**config.mk**
```make
export PLATFORM = sky130hd
export DESIGN_NAME = reg_file
export DESIGN_NICKNAME = d
export VERILOG_FILES = /design/src/hdl/reg_file.sv
export VERILOG_INCLUDE_DIRS = /design/src /design/src/include
export SDC_FILE = /design/constraint.sdc
export NUM_CORES = 1
export LEC_CHECK = 0
export ABC_AREA = 1
export BUFFER_PORTS_ARGS = -buffer_cell sky130_fd_sc_hd__buf_2
export CAP_MARGIN = 20
export CORE_ASPECT_RATIO = 0.8
export CORE_MARGIN = 2
export CORE_UTILIZATION = 55
export CTS_BUF_LIST = sky130_fd_sc_hd__clkbuf_16
export DETAILED_ROUTE_END_ITERATION = 12
export HOLD_SLACK_MARGIN = 0.15
export PLACE_DENSITY = 0.71
export SLEW_MARGIN = 20
export SYNTH_ARGS = -nofsm -noshare
export SYNTH_HDL_FRONTEND = slang
export SYNTH_SLANG_ARGS = --single-unit
```
**constraint.sdc**
```tcl
create_clock -name clk -period 2.71 [get_ports clk]
set_input_delay 0.1355 -clock clk [delete_from_list [all_inputs] [get_ports clk]]
set_output_delay 0.1355 -clock clk [all_outputs]
set_load 0.05 [all_outputs]
```
**src/include/pipe_macros.svh**
```systemverilog
`ifndef PIPE_MACROS_SVH
`define PIPE_MACROS_SVH

// ~~~~~~~~~~~~~~~~~~~~~~~~~~~~~~
// data path and register file
// ~~~~~~~~~~~~~~~~~~~~~~~~~~~~~~

`define DATA_W      32   // integer data path width
`define REG_AW      5    // general register address width
`define REG_COUNT   32   // number of general registers

// ~~~~~~~~~~~~~~~~~~~~~~~~~~~~~~
// data memory
// ~~~~~~~~~~~~~~~~~~~~~~~~~~~~~~

`define DMEM_WORDS  256  // default depth in words, one word per index

`endif

```
**src/hdl/reg_file.sv**
```systemverilog
`timescale 1ns/1ps
`include "pipe_macros.svh"

module reg_file (
    input  logic                clk,
    input  logic                reset,
    input  logic                wen,
    input  logic [`REG_AW-1:0]  waddr,
    input  logic [`DATA_W-1:0]  wdata,
    input  logic [`REG_AW-1:0]  raddr,
    output logic [`DATA_W-1:0]  rdata
);

    logic [`DATA_W-1:0] regs [`REG_COUNT];

    // ~~~~~~~~~~~~~~~~~~~~~~~~~~~~~~
    // write port
    // ~~~~~~~~~~~~~~~~~~~~~~~~~~~~~~

    always_ff @(posedge clk) begin
        if (reset) begin
            for (int i = 0; i < `REG_COUNT; i++) begin
                regs[i] <= '0;
            end
        end else if (wen && waddr != '0) begin
            regs[waddr] <= wdata;  // register 0 is hard wired
        end
    end

    // ~~~~~~~~~~~~~~~~~~~~~~~~~~~~~~
    // read port
    // ~~~~~~~~~~~~~~~~~~~~~~~~~~~~~~

    assign rdata = (raddr == '0) ? '0 : regs[raddr];  // combinational read

    // a write aimed at register 0 leaves every register as it was
    a_r0_write_silent: assert property (@(posedge clk) disable iff (reset)
        wen && waddr == '0 |=> ($stable(raddr) -> $stable(rdata)))
        else $error("write to register 0 changed read data at r%0d", raddr);

endmodule

```
==> results of run 1 <==
-- cells by family (layout without fill, tap and decap cells) --
logic type / after synthesis / in the layout
flops: 1024 / 1024
buf+inv: 462 / 530
simple gates: 3216 / 3216
other cells: 1 / 32
compound gates: 92 / 92
-- how the worst min path moves through the flow --
stage	slack [ps]	startpoint	cells past startpoint	to
after floorplan	370	wdata[31]	2	regs[1][31]
after global placement	720	wdata[6]	4	regs[21][6]
after detailed placement	730	wdata[4]	4	regs[21][4]
after CTS	160	waddr[2]	5	regs[26][24]
after global routing	230	waddr[2]	5	regs[26][24]
final	200	waddr[2]	5	regs[26][24]
-- through the flow --
step / hold slack, ps / instances / total power [mW]
2_1_floorplan: 374 / 4826 / 20.8
3_3_place_gp: 718 / 5785 / 22.1
3_5_place_dp: 726 / 5785 / 22.2
4_1_cts: 160 / 5998 / 35.6
5_1_grt: 226 / 5998 / 36.6
6_report: 204 / 5998 / 35.5
-- critical path, stage by stage (launching register included) --
cell and delay (ps):
edfxtp_1 340, nand2_1 70, nand3_1 120, nand3_1 80, nand2_1 160, nand2_1 70
nand3_1 70, nand2_1 70, nor2_1 420, buf_2 360
-- layout make-up --
| cell class | instances | share of cell area [%] |
|---|---|---|
| clock buffer | 100 | 4.82 |
| clock inverter | 80 | 1.23 |
| inverter | 48 | 0.385 |
| multi-input combinational | 3340 | 26.0 |
| sequential | 1024 | 59.2 |
| tap | 1104 | 2.66 |
| timing repair buffer | 302 | 5.69 |
-- placed cells by master (no fill, tap or decap) --
| master | netlist | layout |
|---|---|---|
| a21oi_1 | 2 | 2 |
| buf_12 | 0 | 62 |
| buf_2 | 157 | 73 |
| buf_4 | 1 | 132 |
| buf_8 | 0 | 2 |
| bufinv_16 | 0 | 10 |
| clkbuf_16 | 0 | 100 |
| clkinv_1 | 1 | 19 |
| clkinv_2 | 0 | 17 |
| clkinv_4 | 0 | 1 |
| clkinv_8 | 0 | 3 |
| clkinvlp_4 | 0 | 1 |
| conb_1 | 1 | 32 |
| dlygate4sd3_1 | 0 | 33 |
| edfxtp_1 | 1024 | 1024 |
| inv_1 | 46 | 71 |
| inv_2 | 1 | 1 |
| inv_6 | 0 | 3 |
| inv_8 | 0 | 2 |
| nand2_1 | 1315 | 1311 |
| nand2_2 | 0 | 4 |
| nand3_1 | 685 | 685 |
| nor2_1 | 1208 | 1207 |
| nor2_2 | 0 | 1 |
| nor3_1 | 8 | 8 |
| o21ai_0 | 76 | 76 |
| o21ai_1 | 14 | 14 |
-- repair_timing --
item / CTS / global route
hold buffers: 33 / 0
setup endpoints to repair: 0 / 1
buffers inserted: 0 / 0
endpoints found under the hold margin: 1013 / 0
gates resized for setup: 0 / 1
-- power breakdown --
part	switching [mW]	leakage [nW]	internal [mW]	total, mW
Sequential	0.230	9.75	18.3	18.5
Combinational	2.52	9.46	0.932	3.45
Clock	5.95	1.65	7.63	13.6
Total	8.70	20.9	26.8	35.5
-- per-layer routing --
layer / up-vias / wire, um
li1: 15900 / -
met2: 2303 / 58700
met1: 16900 / 52300
met4: 2 / 3820
met3: 265 / 16800
met5: - / 10
==> summary.txt, run 1 <==
Placed design
  • Post-DP HPWL: 76,300 um
  • I/O Buffers: 76
  • Post-place setup slack: 296 ps
  • GPL Wtd Cong: 0.883
  • Placed instance area: 48,500 um2

CTS
  • Cts bufs inserted: 98
  • Register clock-pin slew on the reported worst setup and hold paths: 60 ps
  • CTS HTree Levels: 3
  • TritonCTS Sinks: 1,024
  • Root Buffer: clkbuf_16
  • CTS tree: built
  • CTS Buffer Depth: 3

Layout
  • Biggest regs: regs (1024)
  • Nets@finish: 4,859
  • Footprint of the multi-input gates: 13,500 um2
  • Synthesis-to-finish area growth: 12.8%
  • Reg with most FFs: regs
  • Diode count: 0
  • Register area: 30,700 um2
  • FILL cells: 6,675
  • Flip-flop count of the largest register after layout: 1,024
  • Layout cell share with drive strength beyond 1: 8.42%
  • Final core utilization: 62.9%
  • Design area: 52,000 um2

Yosys
  • Area share of the largest cell type after synthesis: 66.7%
  • Yosys warning count: 0
  • Largest family of logic cells by synthesized area: simple AND/OR/NAND/NOR gates
  • Synth Area in Adders: 0%
  • Post-synthesis simple-gate area fraction: 28.1%
  • Synth Area per Inst: 9.61 um2
  • Fraction of registers with async set/reset: 0%
  • Mapped Area: 46,100 um2
  • Unique masters post-synth: 16
  • Sequential fraction of the synthesis area: 66.7%
  • Synth top area cells: edfxtp_1 67%, nand2_1 11%, nor2_1 9.8%
  • Most used DFF post-synth: edfxtp_1
  • Cell with the most instances after synthesis: nand2_1
  • FF+latch count, synth: 1,024
  • Synthesized instance count: 4,795
  • Synth top cells by count: 1,315 x nand2_1, 1,208 x nor2_1, 1,024 x edfxtp_1, 685 x nand3_1, 225 x clkbuf_1
  • Post-synth top area cell: edfxtp_1
  • Compound-Gate Fraction of Synth Area: 0.999%
  • XOR/XNOR share of the synthesized area: 0%
  • Post-synthesis mux area share: 0%
  • EDFF count, synth: 1,024

Route
  • Antenna viol nets, final: 0
  • Residual DRC count: 0
  • Via count: 35,300
  • WL/cell: 21.9 um
  • Drt pass-1 iters: 9
  • 1st-iter DRT viols: 5,280
  • Vias per cell: 5.89
  • Routed wire length: 132,000 um

Global route
  • Vias in the first global route: 33,700
  • Met3 Resource Use GR: 5.96%
  • Initial antenna violation count: 1
  • Gr busiest metal: met2
  • First-pass GRT wire length: 202,000 um
  • Tot GR Track Use: 30.6%
  • Met2 Use GR: 45.7%
  • Total grt overflow: 0
  • Global Route met1 Usage: 45.5%
  • Largest net degree at the start of global routing: 107

Floorplan
  • Die area: 86,100 um2
  • Io pins: 77
  • Initial Util: 55.8%
  • Core Box Area: 82,600 um2
  • Row cnt: 94
  • Die Wd: 328 um
  • Die H: 263 um

Worst setup path
  • CP Max Fanout: 1
  • Setup crit end: rdata[5]
  • CP Class: flip-flop to output pin
  • Startpoint types: flip-flop
  • Worst EP arrival: 2440 ps
  • Required time worst endpoint: 2570 ps
  • Crit end category: output pin
  • Crit. Startpoint: regs[21][5]

Outcome
  • Outcome: finished clean

STA
  • Crit share post-route: 95.1%
  • # setup viols final: 0
  • Setup repair after global routing missed its margin: false
  • Fin worst setup slack: 132 ps
  • Fmax: 0.388 GHz
  • Fin. Hold Viols: 0
  • Slew Limit Fails: 0
  • Slew HR: 33.2%
  • Total negative setup slack: 0 ps
  • Actual slew at the worst max-slew pin: 995 ps
  • Fin crit period: 2580 ps

Power and ir drop
  • Maximum VDD drop: 0.591 mV
  • Leak Pwr: 20.9 nW
  • Pwr Density: 684 nW/um2

Run
  • Max_cap viols: 0

Worst hold path
  • Worst hold-check path type: primary input to flip-flop
Power figures use the tool's default switching activity.
==> run 2, diff against run 1 <==
==> constraint.sdc (replaced) <==
create_clock -name clk -period 2.71 [get_ports clk]
set_input_delay 0.271 -clock clk [delete_from_list [all_inputs] [get_ports clk]]
set_output_delay 0.271 -clock clk [all_outputs]
set_load 0.05 [all_outputs]
==> run 2 against run 1 <==
  * Sequential cell count is the same
  * Final area is 0.18% lower
  * Via count fell by 1.0%
  * Sequential power about the same
  * Worst setup slack lost 51 ps
  * Cell count shrank 0.22%
  * Clock-buffer cell count rose by 1
  * Critical path depth unchanged
  * Clock power about the same
  * First-iteration DRC count down 5.8%
  * Core utilization down 0.12 points
  * Non-clock buffer count down 8
  * Critical path type unchanged
  * Highest routed layer is now met4
==> summary.txt, run 2 (same netlist as run 1, synthesis figures left out) <==
Route
  • Via count: 35,000 (-1.0%)
  • Drt pass-1 iters: 6 (-3)
  • 1st-iter DRT viols: 4,972 (-5.8%)
  • WL/cell: 21.8 um (-0.68%)
  • Antenna viol nets, final: 0 (unchanged)
  • Residual DRC count: 0 (unchanged)
  • Vias per cell: 5.84 (-0.79%)
  • Routed wire length: 130,000 um (-0.90%)

Placed design
  • GPL Wtd Cong: 0.917 (+3.8%)
  • I/O Buffers: 76 (unchanged)
  • Post-DP HPWL: 75,600 um (-0.80%)

STA
  • Setup repair after global routing missed its margin: false
  • Total negative setup slack: 0 ps (unchanged)
  • Slew HR: 58.0% (+25 points)
  • Crit share post-route: 97.0% (+1.9 points)
  • Fmax: 0.380 GHz (-1.9%)
  • Actual slew at the worst max-slew pin: 625 ps (-369 ps)
  • Fin crit period: 2630 ps (+51.1 ps)
  • Fin. Hold Viols: 0 (unchanged)
  • Slew Limit Fails: 0 (unchanged)
  • # setup viols final: 0 (unchanged)

Worst setup path
  • Worst EP arrival: 2360 ps (-80 ps)
  • Crit end category: output pin
  • CP Class: flip-flop to output pin
  • Required time worst endpoint: 2440 ps (-130 ps)
  • Startpoint types: flip-flop
  • Crit. Startpoint: regs[4][2]
  • Setup crit end: rdata[2]
  • CP Max Fanout: 1 (unchanged)

Layout
  • Synthesis-to-finish area growth: 12.5%
  • Flip-flop count of the largest register after layout: 1,024 (unchanged)
  • Layout cell share with drive strength beyond 1: 8.90% (+0.48 points)
  • Reg with most FFs: regs
  • Nets@finish: 4,850 (-0.19%)
  • Most frequent cells in the layout: 1,311 x nand2_1, 1,206 x nor2_1, 1,024 x edfxtp_1
  • FILL cells: 6,660 (-0.22%)
  • Most common cell after layout, fill and taps aside: nand2_1
  • Biggest regs: regs (1024)

Power and ir drop
  • Flop pwr share: 52.2% (+0.2 points)
  • Comb pwr share: 9.7% (about the same)
  • P_sw: 8.58 mW (-1.4%)
  • Leak Pwr: 20.8 nW (about the same)
  • Pwr Density: 683 nW/um2 (about the same)
  • Maximum VDD drop: 0.641 mV (+8.4%)
  • Clock share of power: 38.1% (about the same)
  • Sw frac: 24.2% (-0.27 points)
  • Total power: 35.4 mW (-0.26%)
  • Cell internal pwr: 26.8 mW (about the same)

CTS
  • CTS HTree Levels: 3 (unchanged)
  • Register clock-pin slew on the reported worst setup and hold paths: 70 ps (about the same)
  • Cts bufs inserted: 97 (-1.0%)
  • Root Buffer: clkbuf_16
  • CTS tree: built
  • CTS Buffer Depth: 3 (unchanged)
  • TritonCTS Sinks: 1,024 (unchanged)

Run
  • Max_cap viols: 0 (unchanged)

Floorplan
  • Die Wd: 328 um (unchanged)
  • Row cnt: 94 (unchanged)
  • Io pins: 77 (unchanged)
  • Die H: 263 um (unchanged)
  • Core Box Area: 82,600 um2 (unchanged)
  • Initial Util: 55.8% (unchanged)
  • Die area: 86,100 um2 (unchanged)

Global route
  • Largest net degree at the start of global routing: 86 (-20%)
  • First-pass GRT wire length: 200,000 um (-0.94%)
  • Total grt overflow: 0 (unchanged)
  • Initial antenna violation count: 2 (+1)
  • Vias in the first global route: 33,600 (-0.43%)
  • Tot GR Track Use: 30.4% (-0.22 points)

Worst hold path
  • Hold path depth: 4 (-1)
  • Worst hold-check path type: primary input to flip-flop

Outcome
  • Outcome: finished clean
-- run 2: changes by cell type in the layout (fill, tap and decap cells not counted) --
| cell | previous run | this run |
|---|---|---|
| dlygate4sd3_1 | 33 | 0 |
| buf_4 | 132 | 150 |
| buf_12 | 62 | 69 |
| clkinv_8 | 3 | 0 |
| clkinv_1 | 19 | 17 |
| diode_2 | 0 | 2 |
| clkbuf_16 | 100 | 101 |
| clkinv_2 | 17 | 16 |
| clkinvlp_4 | 1 | 0 |
| inv_1 | 71 | 70 |
| nor2_1 | 1207 | 1206 |
| nor2_2 | 1 | 2 |
-- run 2: layout make-up --
type	instances	area, um2	share of cell area (%)
flip-flops and latches	1024	30700	59.3
multi-input cells	3340	13500	26.1
repair buffers	294	2900	5.60
clock buffers	101	2530	4.87
well taps	1104	1380	2.66
clock inverters	72	568	1.10
inverters	48	200	0.386
diodes	2	5.00	0.00965
-- run 2: layer usage --
metal / track usage [%] / vias to the layer above / wire length [um]
li1: - / 15900 / -
met1: 45.0 / 16600 / 51500
met2: 45.5 / 2274 / 58700
met3: 5.92 / 273 / 16400
met4: 9.42 / 0 / 3690
met5: 0 / - / 0
-- run 2: what timing repair did --
item | in CTS | in global routing
setup endpoints to repair | 0 | 2
hold buffers | 0 | 0
setup buffers | 0 | 0
gates resized for setup | 0 | 2
-- run 2: worst min path at each step --
stage / from / slack (ps) / to
detailed placement: wdata[10] / 860 / regs[19][10]
global placement: wdata[8] / 850 / regs[19][8]
global route: wdata[6] / 200 / regs[14][6]
floorplan: wdata[31] / 510 / regs[1][31]
CTS: wdata[8] / 160 / regs[19][8]
finish: wdata[8] / 190 / regs[19][8]
-- run 2: worst max-delay path: stages, from the launching register on --
cell	delay, ps
edfxtp_1	340
nand2_1	60
nand3_1	80
nand3_1	70
nand2_1	100
nand2_1	110
nand2_1	100
nor2_1	80
nor2_1	390
buf_2	360
-- run 2: through the flow --
step / setup WS [ps] / instances / area, um2 / hold WS, ps / utilization [%]
detailed placement: 200 / 5810 / 48800 / 861 / 59.1
floorplan: 421 / 4826 / 46200 / 510 / -
global route: 30.7 / 5983 / 51900 / 200 / 62.8
finish: 81.4 / 5985 / 51900 / 187 / 62.8
CTS: 72.6 / 5983 / 51900 / 164 / 62.8
global placement: 197 / 5810 / 48800 / 851 / 59.1
-- run 2: power by group through the flow --
stage	registers, mW	clock network (mW)	logic [mW]
floorplan	18.8	0	2.06
global placement	18.8	0	3.35
detailed placement	18.8	0	3.39
CTS	18.5	13.6	3.41
global route	18.6	14.2	3.72
finish	18.5	13.5	3.45
